## config.mk

```make
export PLATFORM = sky130hd
export DESIGN_NAME = snes_pad_router
export DESIGN_NICKNAME = d
export VERILOG_FILES = /design/src/hw/snes_pad_pkg.sv /design/src/hw/llapi_pad_decoder.sv /design/src/hw/pad_slot_assigner.sv /design/src/hw/snes_pad_router.sv
export SDC_FILE = /design/constraint.sdc
export NUM_CORES = 1
export LEC_CHECK = 0
export BUFFER_PORTS_ARGS = -buffer_cell sky130_fd_sc_hd__buf_2
export CELL_PAD_IN_SITES_DETAIL_PLACEMENT = 1
export CELL_PAD_IN_SITES_GLOBAL_PLACEMENT = 2
export CORE_MARGIN = 5
export CORE_UTILIZATION = 26
export DETAILED_ROUTE_END_ITERATION = 10
export PLACE_DENSITY_LB_ADDON = 0.05
export RECOVER_POWER = 50
export SYNTH_ARGS = -nofsm -noshare
export SYNTH_HDL_FRONTEND = slang
export SYNTH_SLANG_ARGS = --single-unit
```

## constraint.sdc

```tcl
create_clock -name clk_sys -period 1.4 [get_ports clk_sys]
set_clock_uncertainty 0.1 [all_clocks]
set_input_delay 0.14 -clock clk_sys [delete_from_list [all_inputs] [get_ports clk_sys]]
set_output_delay 0.14 -clock clk_sys [all_outputs]
set_load 0.01 [all_outputs]
```

## src/hw/snes_pad_pkg.sv

```systemverilog
`default_nettype none

package snes_pad_pkg;

	// ========================================
	// Word widths
	// ========================================

	// Console joypad word
	// {start, select, rt, lt, y, x, b, a, up, down, left, right}
	localparam int JOY_W        = 12;
	localparam int LLAPI_BTN_W  = 32;
	localparam int LLAPI_TYPE_W = 8;

	// ========================================
	// Native controller type codes
	// ========================================

	// Both Saturn pad variants report one of these
	localparam logic [LLAPI_TYPE_W-1:0] TYPE_SATURN     = 8'd3;
	localparam logic [LLAPI_TYPE_W-1:0] TYPE_SATURN_ALT = 8'd8;

	// No pad identified, or an Atari-style pad that cannot report its type
	localparam logic [LLAPI_TYPE_W-1:0] TYPE_NONE_LOW  = 8'd0;
	localparam logic [LLAPI_TYPE_W-1:0] TYPE_NONE_HIGH = 8'd255;

	// Native bits of the menu combo (down + start + A)
	localparam int BTN_A_POS     = 0;
	localparam int BTN_START_POS = 5;
	localparam int BTN_DOWN_POS  = 26;

	// ========================================
	// Native button word layouts
	// ========================================

	// Saturn pad, no select button so Z takes its place
	typedef struct packed {
		logic [3:0]  unused_hi;
		logic        up;
		logic        down;
		logic        left;
		logic        right;
		logic [13:0] unused_mid;
		logic        btn_r;
		logic        btn_l;
		logic        btn_c;
		logic        btn_z;
		logic        start;
		logic        unused_4;
		logic        face_up;
		logic        face_left;
		logic        face_right;
		logic        face_down;
	} saturn_view_t;

	// Any other pad, standard HID order minus one
	typedef struct packed {
		logic [3:0]  unused_hi;
		logic        up;
		logic        down;
		logic        left;
		logic        right;
		logic [15:0] unused_mid;
		logic        btn_r;
		logic        btn_l;
		logic        start;
		logic        select;
		logic        face_up;
		logic        face_left;
		logic        face_right;
		logic        face_down;
	} generic_view_t;

	// Same 32-bit word, read one way or the other by type code
	typedef union packed {
		saturn_view_t  saturn;
		generic_view_t generic;
	} llapi_buttons_u;

endpackage

`default_nettype wire

```

## src/hw/llapi_pad_decoder.sv

```systemverilog
`timescale 1ns/1ps
`default_nettype none

module llapi_pad_decoder (
	input  logic                                   clk_sys,
	input  logic                                   reset,
	input  logic [snes_pad_pkg::LLAPI_BTN_W-1:0]  llapi_buttons,
	input  logic [snes_pad_pkg::LLAPI_TYPE_W-1:0] llapi_type,
	input  logic                                   llapi_en,
	input  logic                                   llapi_select,
	output logic                                   pad_present,
	output logic [snes_pad_pkg::JOY_W-1:0]        pad_joy,
	output logic                                   pad_osd_combo
);

	snes_pad_pkg::llapi_buttons_u btn;

	logic                           any_pressed;
	logic                           pressed_seen;
	logic                           type_valid;
	logic                           is_saturn;
	logic                           present_next;
	logic                           combo_next;
	logic [snes_pad_pkg::JOY_W-1:0] joy_map;

	assign btn = llapi_buttons;

	assign any_pressed = |llapi_buttons;

	// ========================================
	// Presence
	// ========================================

	// Type 0 can still be a real pad, so a press also counts
	assign type_valid = (llapi_type != snes_pad_pkg::TYPE_NONE_LOW) &&
		(llapi_type != snes_pad_pkg::TYPE_NONE_HIGH);

	// Current word counts in the same cycle the flag gets set
	assign present_next = llapi_en && llapi_select &&
		(type_valid || pressed_seen || any_pressed);

	// Sticky until reset
	always_ff @(posedge clk_sys) begin
		if (reset) begin
			pressed_seen <= 1'b0;
		end else if (any_pressed) begin
			pressed_seen <= 1'b1;
		end
	end

	// ========================================
	// Button mapping
	// ========================================

	assign is_saturn = (llapi_type == snes_pad_pkg::TYPE_SATURN) ||
		(llapi_type == snes_pad_pkg::TYPE_SATURN_ALT);

	always_comb begin
		if (is_saturn) begin
			// Top face C folds into RT next to the R shoulder
			joy_map = {
				btn.saturn.start,
				btn.saturn.btn_z,
				btn.saturn.btn_r | btn.saturn.btn_c,
				btn.saturn.btn_l,
				btn.saturn.face_left,
				btn.saturn.face_up,
				btn.saturn.face_down,
				btn.saturn.face_right,
				btn.saturn.up,
				btn.saturn.down,
				btn.saturn.left,
				btn.saturn.right
			};
		end else begin
			joy_map = {
				btn.generic.start,
				btn.generic.select,
				btn.generic.btn_r,
				btn.generic.btn_l,
				btn.generic.face_left,
				btn.generic.face_up,
				btn.generic.face_down,
				btn.generic.face_right,
				btn.generic.up,
				btn.generic.down,
				btn.generic.left,
				btn.generic.right
			};
		end
	end

	// ========================================
	// Menu combo
	// ========================================

	// Raw bits regardless of enable and presence
	assign combo_next = llapi_buttons[snes_pad_pkg::BTN_DOWN_POS] &&
		llapi_buttons[snes_pad_pkg::BTN_START_POS] &&
		llapi_buttons[snes_pad_pkg::BTN_A_POS];

	// Output stage
	always_ff @(posedge clk_sys) begin
		if (reset) begin
			pad_present   <= 1'b0;
			pad_joy       <= '0;
			pad_osd_combo <= 1'b0;
		end else begin
			pad_present   <= present_next;
			pad_joy       <= joy_map;
			pad_osd_combo <= combo_next;
		end
	end

endmodule

`default_nettype wire

```

## src/hw/pad_slot_assigner.sv

```systemverilog
`timescale 1ns/1ps
`default_nettype none

module pad_slot_assigner (
	input  logic                            clk_sys,
	input  logic                            reset,
	input  logic                            pad_present_1,
	input  logic                            pad_present_2,
	input  logic [snes_pad_pkg::JOY_W-1:0] pad_joy_1,
	input  logic [snes_pad_pkg::JOY_W-1:0] pad_joy_2,
	input  logic                            pad_osd_combo_1,
	input  logic                            pad_osd_combo_2,
	input  logic [snes_pad_pkg::JOY_W-1:0] joy_usb_0,
	input  logic [snes_pad_pkg::JOY_W-1:0] joy_usb_1,
	input  logic [snes_pad_pkg::JOY_W-1:0] joy_usb_2,
	input  logic [snes_pad_pkg::JOY_W-1:0] joy_usb_3,
	input  logic [snes_pad_pkg::JOY_W-1:0] joy_usb_4,
	input  logic                            joy_swap,
	output logic [snes_pad_pkg::JOY_W-1:0] joy_0,
	output logic [snes_pad_pkg::JOY_W-1:0] joy_1,
	output logic [snes_pad_pkg::JOY_W-1:0] joy_2,
	output logic [snes_pad_pkg::JOY_W-1:0] joy_3,
	output logic [snes_pad_pkg::JOY_W-1:0] joy_4,
	output logic                            osd_request
);

	logic [snes_pad_pkg::JOY_W-1:0] usb_q [5];
	logic                           swap_q;

	logic [snes_pad_pkg::JOY_W-1:0] slot [5];
	logic [snes_pad_pkg::JOY_W-1:0] slot_0_sw;
	logic [snes_pad_pkg::JOY_W-1:0] slot_1_sw;

	// ========================================
	// Alignment stage
	// ========================================

	// Matches the decoder register so both sides describe the same input set
	always_ff @(posedge clk_sys) begin
		if (reset) begin
			usb_q[0] <= '0;
			usb_q[1] <= '0;
			usb_q[2] <= '0;
			usb_q[3] <= '0;
			usb_q[4] <= '0;
			swap_q   <= 1'b0;
		end else begin
			usb_q[0] <= joy_usb_0;
			usb_q[1] <= joy_usb_1;
			usb_q[2] <= joy_usb_2;
			usb_q[3] <= joy_usb_3;
			usb_q[4] <= joy_usb_4;
			swap_q   <= joy_swap;
		end
	end

	// ========================================
	// Slot assignment
	// ========================================

	// Native pads first, USB pads move down into what is left
	always_comb begin
		if (pad_present_1 && pad_present_2) begin
			slot[0] = pad_joy_1;
			slot[1] = pad_joy_2;
			slot[2] = usb_q[0];
			slot[3] = usb_q[1];
			slot[4] = usb_q[2];
		end else if (pad_present_1 || pad_present_2) begin
			// USB 0 fills whichever native slot is empty
			slot[0] = pad_present_1 ? pad_joy_1 : usb_q[0];
			slot[1] = pad_present_2 ? pad_joy_2 : usb_q[0];
			slot[2] = usb_q[1];
			slot[3] = usb_q[2];
			slot[4] = usb_q[3];
		end else begin
			slot[0] = usb_q[0];
			slot[1] = usb_q[1];
			slot[2] = usb_q[2];
			slot[3] = usb_q[3];
			slot[4] = usb_q[4];
		end
	end

	// Player swap goes on top of the assignment
	assign slot_0_sw = swap_q ? slot[1] : slot[0];
	assign slot_1_sw = swap_q ? slot[0] : slot[1];

	// ========================================
	// Output stage
	// ========================================

	always_ff @(posedge clk_sys) begin
		if (reset) begin
			joy_0       <= '0;
			joy_1       <= '0;
			joy_2       <= '0;
			joy_3       <= '0;
			joy_4       <= '0;
			osd_request <= 1'b0;
		end else begin
			joy_0       <= slot_0_sw;
			joy_1       <= slot_1_sw;
			joy_2       <= slot[2];
			joy_3       <= slot[3];
			joy_4       <= slot[4];
			osd_request <= pad_osd_combo_1 || pad_osd_combo_2;
		end
	end

endmodule

`default_nettype wire

```

## src/hw/snes_pad_router.sv

```systemverilog
`timescale 1ns/1ps
`default_nettype none

module snes_pad_router (
	input  logic                                   clk_sys,
	input  logic                                   reset,

	// Native pad receivers, one per port
	input  logic [snes_pad_pkg::LLAPI_BTN_W-1:0]  llapi_buttons_1,
	input  logic [snes_pad_pkg::LLAPI_BTN_W-1:0]  llapi_buttons_2,
	input  logic [snes_pad_pkg::LLAPI_TYPE_W-1:0] llapi_type_1,
	input  logic [snes_pad_pkg::LLAPI_TYPE_W-1:0] llapi_type_2,
	input  logic                                   llapi_en_1,
	input  logic                                   llapi_en_2,
	input  logic                                   llapi_select,

	// USB joypads
	input  logic [snes_pad_pkg::JOY_W-1:0]        joy_usb_0,
	input  logic [snes_pad_pkg::JOY_W-1:0]        joy_usb_1,
	input  logic [snes_pad_pkg::JOY_W-1:0]        joy_usb_2,
	input  logic [snes_pad_pkg::JOY_W-1:0]        joy_usb_3,
	input  logic [snes_pad_pkg::JOY_W-1:0]        joy_usb_4,
	input  logic                                   joy_swap,

	// Player slots to the console ports
	output logic [snes_pad_pkg::JOY_W-1:0]        joy_0,
	output logic [snes_pad_pkg::JOY_W-1:0]        joy_1,
	output logic [snes_pad_pkg::JOY_W-1:0]        joy_2,
	output logic [snes_pad_pkg::JOY_W-1:0]        joy_3,
	output logic [snes_pad_pkg::JOY_W-1:0]        joy_4,
	output logic                                   osd_request
);

	logic                           pad_present_1;
	logic                           pad_present_2;
	logic [snes_pad_pkg::JOY_W-1:0] pad_joy_1;
	logic [snes_pad_pkg::JOY_W-1:0] pad_joy_2;
	logic                           pad_osd_combo_1;
	logic                           pad_osd_combo_2;

	// ========================================
	// Native pad decoders
	// ========================================

	llapi_pad_decoder pad_decoder_1 (
		.clk_sys       (clk_sys),
		.reset         (reset),
		.llapi_buttons (llapi_buttons_1),
		.llapi_type    (llapi_type_1),
		.llapi_en      (llapi_en_1),
		.llapi_select  (llapi_select),
		.pad_present   (pad_present_1),
		.pad_joy       (pad_joy_1),
		.pad_osd_combo (pad_osd_combo_1)
	);

	llapi_pad_decoder pad_decoder_2 (
		.clk_sys       (clk_sys),
		.reset         (reset),
		.llapi_buttons (llapi_buttons_2),
		.llapi_type    (llapi_type_2),
		.llapi_en      (llapi_en_2),
		.llapi_select  (llapi_select),
		.pad_present   (pad_present_2),
		.pad_joy       (pad_joy_2),
		.pad_osd_combo (pad_osd_combo_2)
	);

	// ========================================
	// Player slots
	// ========================================

	pad_slot_assigner slot_assigner (
		.clk_sys         (clk_sys),
		.reset           (reset),
		.pad_present_1   (pad_present_1),
		.pad_present_2   (pad_present_2),
		.pad_joy_1       (pad_joy_1),
		.pad_joy_2       (pad_joy_2),
		.pad_osd_combo_1 (pad_osd_combo_1),
		.pad_osd_combo_2 (pad_osd_combo_2),
		.joy_usb_0       (joy_usb_0),
		.joy_usb_1       (joy_usb_1),
		.joy_usb_2       (joy_usb_2),
		.joy_usb_3       (joy_usb_3),
		.joy_usb_4       (joy_usb_4),
		.joy_swap        (joy_swap),
		.joy_0           (joy_0),
		.joy_1           (joy_1),
		.joy_2           (joy_2),
		.joy_3           (joy_3),
		.joy_4           (joy_4),
		.osd_request     (osd_request)
	);

endmodule

`default_nettype wire

```

After elaboration in Yosys (flattened, before gate mapping)
Memory sizes are Yosys's and may differ from the RTL's.
Cells that the tools add are included.
{"block": "totals", "out_inout_bits": 61, "mem_bits_rw": 60, "register_bits": 92, "memories": 1, "wordCells": 68, "input_bits": 146}
{"block": "op_classes", "n_reduce_logical": 23, "bitwise": 7, "n_mux": 16, "n_eq_ne": 6}
{"name": "slot_assigner.usb_q", "depth": 5, "word_bits": 12, "rd": 5, "rd_clocked_by_memory_dff": 0, "write_ports": 5, "line_no": "pad_slot_assigner.sv:27", "text": "logic [snes_pad_pkg::JOY_W-1:0] usb_q [5];"}
{"operator": "$mux 60", "count": 2}
{"operator": "$mux 12", "count": 9}
{"operator": "$reduce_or 32->1", "count": 2}
{"operator": "$mux 11", "count": 2}
{"operator": "$eq 8x2->1 const B", "count": 2}
{"operator": "$eq 8x4->1 const B", "count": 2}
{"operator": "$ne 8x8->1 const B", "count": 2}
{"operator": "$reduce_bool 8->1", "count": 2}
{"operator": "$logic_and 1x1->1", "count": 11}
{"operator": "$logic_or 1x1->1", "count": 8}
{"operator": "$or 1x1->1", "count": 7}
{"operator": "$mux 1", "count": 3}

Logic depth before layout (Yosys ltp)
Gate-level depths: netlist of the first run.
{"block": "depth", "word_depth": 5, "depth_mapped": 6, "mapped_depth_nobuf": 4}

By module
From an unflattened synthesis of the first run, not the netlist that was laid out.
{"block": "hier_totals", "hier_cells": 488, "hier_area_um2": 5342.6}
{"mod": "pad_slot_assigner", "instances": 1, "area_per_inst_um2": 4201.5, "cells_per_inst": 372}
{"mod": "llapi_pad_decoder", "instances": 2, "area_per_inst_um2": 570.5, "cells_per_inst": 58}

Least setup slack after synthesis of the first run
OpenSTA, ideal clock, no wires.
{"block": "synth_path", "kind": "flip-flop to flip-flop", "from": "register pad_decoder_1.pad_present", "to": "register slot_assigner.joy_4[11] (netlist bit)", "path_buffers": 3, "setup_slack_ns": -0.039, "path_stages_with_launch": 7, "arrival_time_ns": 1.211, "cell_sequence": "dfxtp_1 > buf_4 > and2_1 > buf_2 > clkbuf_1 > a222oi_1 > nor2_1"}
{"block": "synth_via", "elab_chain_len": 3, "elab_cells_between_ends": 4}
{"item": "start, declared", "line_no": "llapi_pad_decoder.sv:11", "text": "output logic pad_present,"}
{"item": "start signal, assigned", "line_no": "llapi_pad_decoder.sv:109", "text": "pad_present <= present_next;"}
{"item": "$logic_or 1x1->1", "line_no": "pad_slot_assigner.sv:69", "text": "end else if (pad_present_1 || pad_present_2) begin"}
{"item": "$mux 60", "line_no": "pad_slot_assigner.sv:69"}
{"item": "$mux 60 (*)", "line_no": "pad_slot_assigner.sv:63", "text": "if (pad_present_1 && pad_present_2) begin"}
{"item": "end signal, assigned", "line_no": "pad_slot_assigner.sv:106", "text": "joy_4 <= slot[4];"}
{"item": "end, declared", "line_no": "pad_slot_assigner.sv:23", "text": "output logic [snes_pad_pkg::JOY_W-1:0] joy_4,"}
Mark *: on every way between the ends. The rest lies on a longest branch, timed or not.
A chain may end at the register's enable or synchronous reset.

Worst setup path in the final report of the first run
{"block": "layout_path", "from": "register pad_decoder_1.pad_present", "to": "register slot_assigner.joy_1[8] (netlist bit)"}
{"block": "layout_via", "elab_chain_len": 4, "elab_cells_between_ends": 6}
{"item": "$mux 12 or $logic_or 1x1->1 (tied branches)", "line_no": "pad_slot_assigner.sv:71, pad_slot_assigner.sv:69"}
{"item": "$mux 60", "line_no": "pad_slot_assigner.sv:69"}
{"item": "$mux 60 (*)", "line_no": "pad_slot_assigner.sv:63"}
{"item": "$mux 12 (*)", "line_no": "pad_slot_assigner.sv:87", "text": "assign slot_1_sw = swap_q ? slot[0] : slot[1];"}
{"item": "end signal, assigned", "line_no": "pad_slot_assigner.sv:103", "text": "joy_1 <= slot_1_sw;"}
{"item": "end, declared", "line_no": "pad_slot_assigner.sv:20", "text": "output logic [snes_pad_pkg::JOY_W-1:0] joy_1,"}
Marks and branches as above.

==> impl_metrics.yaml, run 1 <==
worst_hold_path:
  hold_end: "pad_decoder_1.pressed_seen$_SDFFE_PP0P_"
  hold_depth: 5
  hold_start: "llapi_buttons_1[29]"
  hold_class: "input pin to register"
logic_synthesis:
  synth_edf_count: 0
  synth_mux_area_frac: 0.0523
  synth_top_family_by_area: "simple AND/OR/NAND/NOR gates"
  synth_seq_area_share: 0.567
  ys_types: 25
  synth_xor_area_frac: 0.00303
  synth_simple_gate_area_frac: 0.203
  netlist_instances: 509
  synth-adder-area-share: 0
  synth_top_area_cell: "dfxtp_1"
  netlist.area_leader.share: 0.567
  synth_area_leaders: "dfxtp_1, nor2b_1, a222oi_1, mux2i_1, a211oi_1"
  ys_ff_latch: 152
  postSynthAreaPerCell_um2: 10.5
  synthArstFlopShare: 0
  ys.flop_type: "dfxtp_1"
  synth_compound_area_frac: 0.143
  netlist_area_mm2: 0.00536
  yosysWarningCount: 0
  synth_nets: 655
layout:
  stdcell_count: 1134
  final_cell_mix: "buf_2, dfxtp_1, dlygate4sd3_1, nor2b_1, nor2_1"
  layout-drive-gt1-share: 0.351
  design_area_mm2: 0.00888
  area_growth_pct: 65.6
  seqCellArea_mm2: 0.00305
  multi_input_comb_area_mm2: 0.00230
  final_common_cell: "buf_2"
  final_nets: 997
  n_fill_cell: 2299
  diodes: 0
timing:
  hold_ws_ns: -0.0166
  maxSlewViolCount: 0
  worst-slew-pin-transition_ns: 1.01
  max_slew_margin: 0.324
  layout_setup_ws_ns: -0.0600
  hold_viol: 1
  finalSetupViolCount: 28
  rsz0062_at_grt: "true"
  max_freq_ghz: 0.685
  fin_crit_sh: 1.04
  fin_crit_ns: 1.46
  fin_tns_setup_ns: -0.517
place:
  placed_cells_incl_taps: 984
  io_buffers: 206
  gp_congestion: 0.761
  placed_area_mm2: 0.00700
  dp_hpwl_mm: 14.1
power:
  leakage_uw: 0.00371
  power_per_cell_area_mw_per_mm2: 1180
  ir_worst_vdd_v: 0.000631
worst_setup_path:
  worst_setup_path_end_kind: "register"
  crit_required_ns: 1.60
  r2r_end: "slot_assigner.joy_1[8]$_SDFF_PP0_"
  regToRegSetupSlack_ns: -0.06
  reg2reg_from: "pad_decoder_1.pad_present$_SDFF_PP0_"
  worstPathArrival_ns: 1.66
  cp-start-kind: "register"
  worstRegToRegCells: 5
  path_max_fanout: 23
  critical_path_class: "register to register"
grt:
  grt_max_degree: 49
  antenna_found_initial: 0
  first_global_vias: 5809
  grt_pass1_wl_mm: 30.3
  grt_overflow: 0
  grt_usage: 0.162
detailed_routing:
  ant_nets: 0
  dr_wl_met2_mm: 9.95
  drt-wirelength-per-cell_um: 17.2
  met1Wirelength_mm: 8.27
  wl_met3_um: 945
  drc: 0
  highest_layer: "met4"
  vias: 5142
  routed_via_density: 4.53
  drt_wl_total_mm: 19.5
  drtPass1Iterations: 6
  drtIter0Drc: 207
floorplanning:
  num_rows: 52
  core_region_area_mm2: 0.0203
  io_pins: 207
  die_area_mm2: 0.0236
  start_util: 0.264
  die_y_um: 154
  die_w_um: 154
clock_tree:
  clock-root-buffer: "clkbuf_16"
  post_cts_buffers: 0
  clk_path_buf_depth: 2
  cts.sinks: 152
  clkTransAtPathRegs_ns: 0.06
  cts_tree: "done"
  clock_latency_ns: 0.42
  cts_buffers: 17
  cts_max_level: 4
job:
  max_cap_viol_count: 0
run_status:
  status: "finished, violations left"
  failed_checks: "hold timing, setup timing"
==> cells in the mapped netlist, types with 4 or more instances <==
cell type / instances
dfxtp_1: 152
nor2b_1: 92
nor2_1: 60
a211oi_1: 36
a222oi_1: 36
mux2i_1: 28
a21oi_1: 16
clkbuf_1: 16
buf_2: 14
nor4_1: 14
nand4_1: 6
nor3_1: 6
buf_1: 5
nor2_2: 5
nand2_1: 4
==> sequential cells by signal, indices dropped and copies added (netlist names) <==
name / cells
pad_decoder_2.pad_present: 1
slot_assigner.joy_1: 12
slot_assigner.osd_request: 1
pad_decoder_2.pressed_seen: 1
pad_decoder_2.pad_osd_combo: 1
slot_assigner.joy_2: 12
pad_decoder_1.pad_present: 1
slot_assigner.joy_3: 12
pad_decoder_1.pressed_seen: 1
slot_assigner.joy_4: 12
slot_assigner.usb_q: 60
slot_assigner.joy_0: 12
slot_assigner.swap_q: 1
pad_decoder_1.pad_joy: 12
pad_decoder_2.pad_joy: 12
pad_decoder_1.pad_osd_combo: 1
==> critical path: stages, from the launching register on <==
cell      delay, ns
dfxtp_4        0.37
buf_12         0.21
mux2i_2        0.27
nor2_1         0.08
a211oi_1       0.22
a211oi_1       0.08
==> final cells by class <==
cell class                      instances  area share
Tap cell                              270      0.0380
Sequential cell                       152       0.343
Clock inverter                         14      0.0159
Multi-Input combinational cell        319       0.259
Clock buffer                           18      0.0483
Timing Repair Buffer                  361       0.295
==> worst max-delay path by stage <==
stage	cells past startpoint	to	from	slack (ns)
2_1_floorplan	6	slot_assigner.joy_2[6]$_SDFF_PP0_	pad_decoder_1.pad_present$_SDFF_PP0_	0.01
3_3_place_gp	5	pad_decoder_2.pad_joy[10]$_SDFF_PP0_	llapi_type_2[5]	-0.16
3_5_place_dp	5	pad_decoder_2.pad_joy[10]$_SDFF_PP0_	llapi_type_2[5]	-0.23
4_1_cts	5	slot_assigner.joy_4[5]$_SDFF_PP0_	pad_decoder_2.pad_present$_SDFF_PP0_	-0.08
5_1_grt	5	slot_assigner.joy_4[11]$_SDFF_PP0_	pad_decoder_1.pad_present$_SDFF_PP0_	-0.13
6_report	5	slot_assigner.joy_1[8]$_SDFF_PP0_	pad_decoder_1.pad_present$_SDFF_PP0_	-0.06
==> power breakdown <==
part | total [µW] | leakage [µW] | internal, µW | switching (µW)
Sequential | 4710 | 0.00126 | 4570 | 137
Combinational | 1390 | 0.00219 | 779 | 613
Clock | 4400 | 0.000266 | 2490 | 1910
==> stage by stage <==
step	worst slack (ns)	power (µW)	hold slack, ns	utilization
after floorplan	0.0122	5280	0.119	-
after global placement	-0.163	5900	0.251	0.345
after detailed placement	-0.233	5920	0.255	0.345
after CTS	-0.0825	10600	-0.0435	0.433
after global routing	-0.135	11000	0.00415	0.438
final	-0.0600	10500	-0.0166	0.438
==> logic make-up after synthesis <==
| group | count (synthesis) |
|---|---|
| buf+inv | 38 |
| xor+xnor | 1 |
| compound gates | 92 |
| simple gates | 198 |
| flops | 152 |
| mux | 28 |
==> routing by layer <==
layer	vias up	GRT usage
met1	2422	0.186
li1	2522	-
met5	-	0
met4	0	0.0635
met2	167	0.288
met3	31	0.0413
==> repair_timing <==
action / in CTS / in global routing
cloned: 0 / 1
gates resized for setup: 12 / 25
hold buffers: 116 / 2
hold endpoints to repair: 93 / 1
setup endpoints to repair: 47 / 64
pin swaps: 7 / 5
No activity file was read; power rests on OpenSTA's default activity.
==> run 2: changes to the inputs <==
--- a/config.mk
+++ b/config.mk
@@ -8,8 +8,9 @@
 export BUFFER_PORTS_ARGS = -buffer_cell sky130_fd_sc_hd__buf_2
 export CELL_PAD_IN_SITES_DETAIL_PLACEMENT = 1
 export CELL_PAD_IN_SITES_GLOBAL_PLACEMENT = 2
-export CORE_MARGIN = 5
-export CORE_UTILIZATION = 26
+export CORE_MARGIN = 4
+export CORE_UTILIZATION = 27
+export CTS_BUF_LIST = sky130_fd_sc_hd__clkbuf_2
 export DETAILED_ROUTE_END_ITERATION = 10
 export PLACE_DENSITY_LB_ADDON = 0.05
 export RECOVER_POWER = 50
==> run 2 against run 1 <==
The flow now stops in clock tree synthesis (4_1_cts); synthesized cell count unchanged; area after synthesis unchanged.
==> impl_metrics.yaml, run 2 <==
logic_synthesis:
  netlist.area_leader.share: 0.567
  synth_nets: 655
  synth_top_area_cell: "dfxtp_1"
  synth_edf_count: 0
  ys_ff_latch: 152
  netlist_instances: 509
  postSynthAreaPerCell_um2: 10.5
  netlist_area_mm2: 0.00536
  synthTopCellsByCount: "dfxtp_1, nor2b_1, nor2_1"
  synth_seq_area_share: 0.567
  yosysWarningCount: 0
  synth_area_leaders: "dfxtp_1, nor2b_1, a222oi_1, mux2i_1, a211oi_1"
  synthArstFlopShare: 0
  ys_types: 25
  yosysMostFrequentCell: "dfxtp_1"
  ys.flop_type: "dfxtp_1"
place:
  placed_cells_incl_taps: 968
  io_buffers: 206
  place_ws_ns: -0.413
  gp_congestion: 0.741
  dp_hpwl_mm: 13.7
clock_tree:
  clk_path_buf_depth: 2
  post_cts_buffers: 12
  postCtsHoldBufs: 204
  clock-root-buffer: "clkbuf_2"
  ctsResizeCount: 135
  cts.sinks: 152
  cts_buffers: 17
  cts_max_level: 4
floorplanning:
  die_y_um: 149
  die_w_um: 149
  num_rows: 51
  io_pins: 207
  start_util: 0.275
run_status:
  status: "aborted with a tool error"
  error: "[ERROR RSZ-0060] Max buffer count reached."
  haltStage: "clock tree synthesis (4_1_cts)"
## run 2: cell counts after synthesis
Identical to the previous run, type by type.
## run 2: kinds of logic after synthesis
kind of cell,synth area share
AND/OR/NAND/NOR,0.203
flip-flops,0.567
AO/OA/AOI/OAI,0.143
buffers and inverters,0.0320
multiplexers,0.0523
XOR/XNOR,0.00303
## run 2: per-stage QoR
stage / cell area (µm²) / utilization / hold slack [ns]
after global placement: 6830 / 0.350 / 0.251
after floorplan: 5380 / - / 0.119
after detailed placement: 6830 / 0.350 / 0.257
==> run 3: changes to the inputs <==
--- a/config.mk
+++ b/config.mk
@@ -6,13 +6,10 @@
 export NUM_CORES = 1
 export LEC_CHECK = 0
 export BUFFER_PORTS_ARGS = -buffer_cell sky130_fd_sc_hd__buf_2
-export CELL_PAD_IN_SITES_DETAIL_PLACEMENT = 1
-export CELL_PAD_IN_SITES_GLOBAL_PLACEMENT = 2
 export CORE_MARGIN = 4
-export CORE_UTILIZATION = 27
-export CTS_BUF_LIST = sky130_fd_sc_hd__clkbuf_2
+export CORE_UTILIZATION = 40
 export DETAILED_ROUTE_END_ITERATION = 10
-export PLACE_DENSITY_LB_ADDON = 0.05
+export PLACE_DENSITY_LB_ADDON = 0.15
 export RECOVER_POWER = 50
 export SYNTH_ARGS = -nofsm -noshare
 export SYNTH_HDL_FRONTEND = slang
==> constraint.sdc (replaced) <==
create_clock -name clk_sys -period 1.82 [get_ports clk_sys]
set_clock_uncertainty 0.1 [all_clocks]
set_input_delay 0.182 -clock clk_sys [delete_from_list [all_inputs] [get_ports clk_sys]]
set_output_delay 0.182 -clock clk_sys [all_outputs]
set_load 0.01 [all_outputs]
==> run 3 against run 2 <==
The flow now finishes without violations.
==> impl_metrics.yaml, run 3 (synthesized netlist as in run 1, its figures left out) <==
clock_tree:
  cts_max_level: 4
  clkTransAtPathRegs_ns: 0.06
  clock-root-buffer: "clkbuf_16"
  cts_tree: "done"
  clock_latency_ns: 0.42
  clk_path_buf_depth: 2
  cts_buffers: 17
  cts.sinks: 152
floorplanning:
  num_rows: 42
  die_y_um: 124
  core_region_area_mm2: 0.0132
  io_pins: 207
  die_w_um: 124
  die_area_mm2: 0.0153
  start_util: 0.407
worst_setup_path:
  regToRegSetupSlack_ns: 0.21
  cp_common_cell: "dlygate4sd3_1"
  crit_required_ns: 2.01
  cp_slowest_cell: "dlygate4sd3_1"
  cpPeakStageDelay_ns: 0.60
  worstPathArrival_ns: 2.00
  worst_setup_path_end_kind: "register"
  critical_path_buf_inv_count: 3
  path_max_fanout: 2
  critical_path_class: "input pin to register"
  critPathTopFamily: "buffers and inverters"
  path_cells: "dlygate4sd3_1 > buf_2 > nor4_2 > dlygate4sd3_1 > nand2_1 > nor3_2 > a21oi_1"
  cp-start-kind: "input pin"
timing:
  max_freq_ghz: 0.552
  finalSetupViolCount: 0
  worst-slew-pin-transition_ns: 0.703
  max_slew_margin: 0.531
  maxSlewViolCount: 0
  hold_viol: 0
  fin_crit_sh: 0.995
  hold_ws_ns: 0.00815
  fin_crit_ns: 1.81
  layout_setup_ws_ns: 0.00937
place:
  gp_congestion: 0.885
  io_buffers: 206
  dp_hpwl_mm: 11.0
  place_ws_ns: 0.188
layout:
  final_common_cell: "buf_2"
  diodes: 0
  largest_reg_flops: 60
  final_nets: 954
  final_cell_mix: "buf_2, dfxtp_1, dlygate4sd3_1, nor2b_1, nor2_1"
  top_register: "slot_assigner.usb_q"
  layout-drive-gt1-share: 0.260
  area_growth_pct: 52.1
  n_fill_cell: 1114
  final_util: 0.619
detailed_routing:
  ant_nets: 0
  vias: 4968
  drc: 0
  drt_wl_total_mm: 16.6
  drtIter0Drc: 485
  drt-wirelength-per-cell_um: 16.7
  drtPass1Iterations: 7
  routed_via_density: 4.99
grt:
  grt_overflow: 0
  grt_usage: 0.216
  antenna_found_initial: 0
  first_global_vias: 5074
  grt_max_degree: 64
  grt_pass1_wl_mm: 25.2
power:
  p_comb_frac: 0.112
  switching_power_uw: 1860
  p_sw_frac: 0.227
  power_per_cell_area_mw_per_mm2: 1000
  seqPwrFrac: 0.441
  leakage_uw: 0.00337
  power_uw: 8190
  clock_power_share: 0.447
  ir_worst_vdd_v: 0.000626
  intPower_uw: 6340
job:
  max_cap_viol_count: 0
worst_hold_path:
  hold_class: "input pin to register"
run_status:
  status: "finished clean"
[run 3: tightest hold or removal path, stage by stage]
cell     delay, ns
buf_2         0.08
nor3_1        0.03
nand3_1       0.07
nor3_1        0.06
nor2_1        0.07
[run 3: through the flow]
stage | std cells | instance area, µm² | TNS, ns
final | 996 | 8160 | 0
after floorplan | 509 | 5360 | 0
after global placement | 863 | 6560 | 0
after CTS | 998 | 8220 | 0
after global routing | 996 | 8160 | -0.0587
after detailed placement | 863 | 6560 | 0
[run 3: worst paths after layout]
kind	from	to	cells after the start
setup / recovery	llapi_buttons_1[12]	pad_decoder_1.pad_present$_SDFF_PP0_	7
hold / removal	llapi_buttons_2[19]	pad_decoder_2.pressed_seen$_SDFFE_PP0P_	5
setup reg to reg	pad_decoder_2.pad_present$_SDFF_PP0_	slot_assigner.joy_2[7]$_SDFF_PP0_	4
hold reg to reg	pad_decoder_1.pad_osd_combo$_SDFF_PP0_	slot_assigner.osd_request$_SDFF_PP0_	2
[run 3: per-layer routing]
| layer | vias up | wire [µm] | track usage |
|---|---|---|---|
| li1 | 2437 | - | - |
| met1 | 2297 | 6600 | 0.250 |
| met2 | 202 | 8530 | 0.385 |
| met3 | 32 | 1070 | 0.0427 |
| met4 | 0 | 405 | 0.0962 |
| met5 | - | 0 | 0 |
[run 3: timing repair]
action,4_1_cts,5_1_grt
hold buffers,104,0
hold endpoints to repair,91,0
gates resized for setup,0,3
endpoints found under the setup margin,0,2
buffers inserted,0,0
[run 3: layout make-up]
type	instances	area (µm²)	share of cell area
sequential	152	3040	0.373
multi-input combinational	319	2170	0.265
timing repair buffer	318	2110	0.259
clock buffer	20	447	0.0547
tap	176	220	0.0270
clock inverter	11	173	0.0212
[run 3: power groups by stage]
stage,clock (µW),combinational [µW],sequential (µW)
2_1_floorplan,0,366,3690
5_1_grt,3870,1010,3630
3_3_place_gp,0,741,3680
4_1_cts,3710,926,3610
6_report,3660,921,3610
3_5_place_dp,0,752,3690
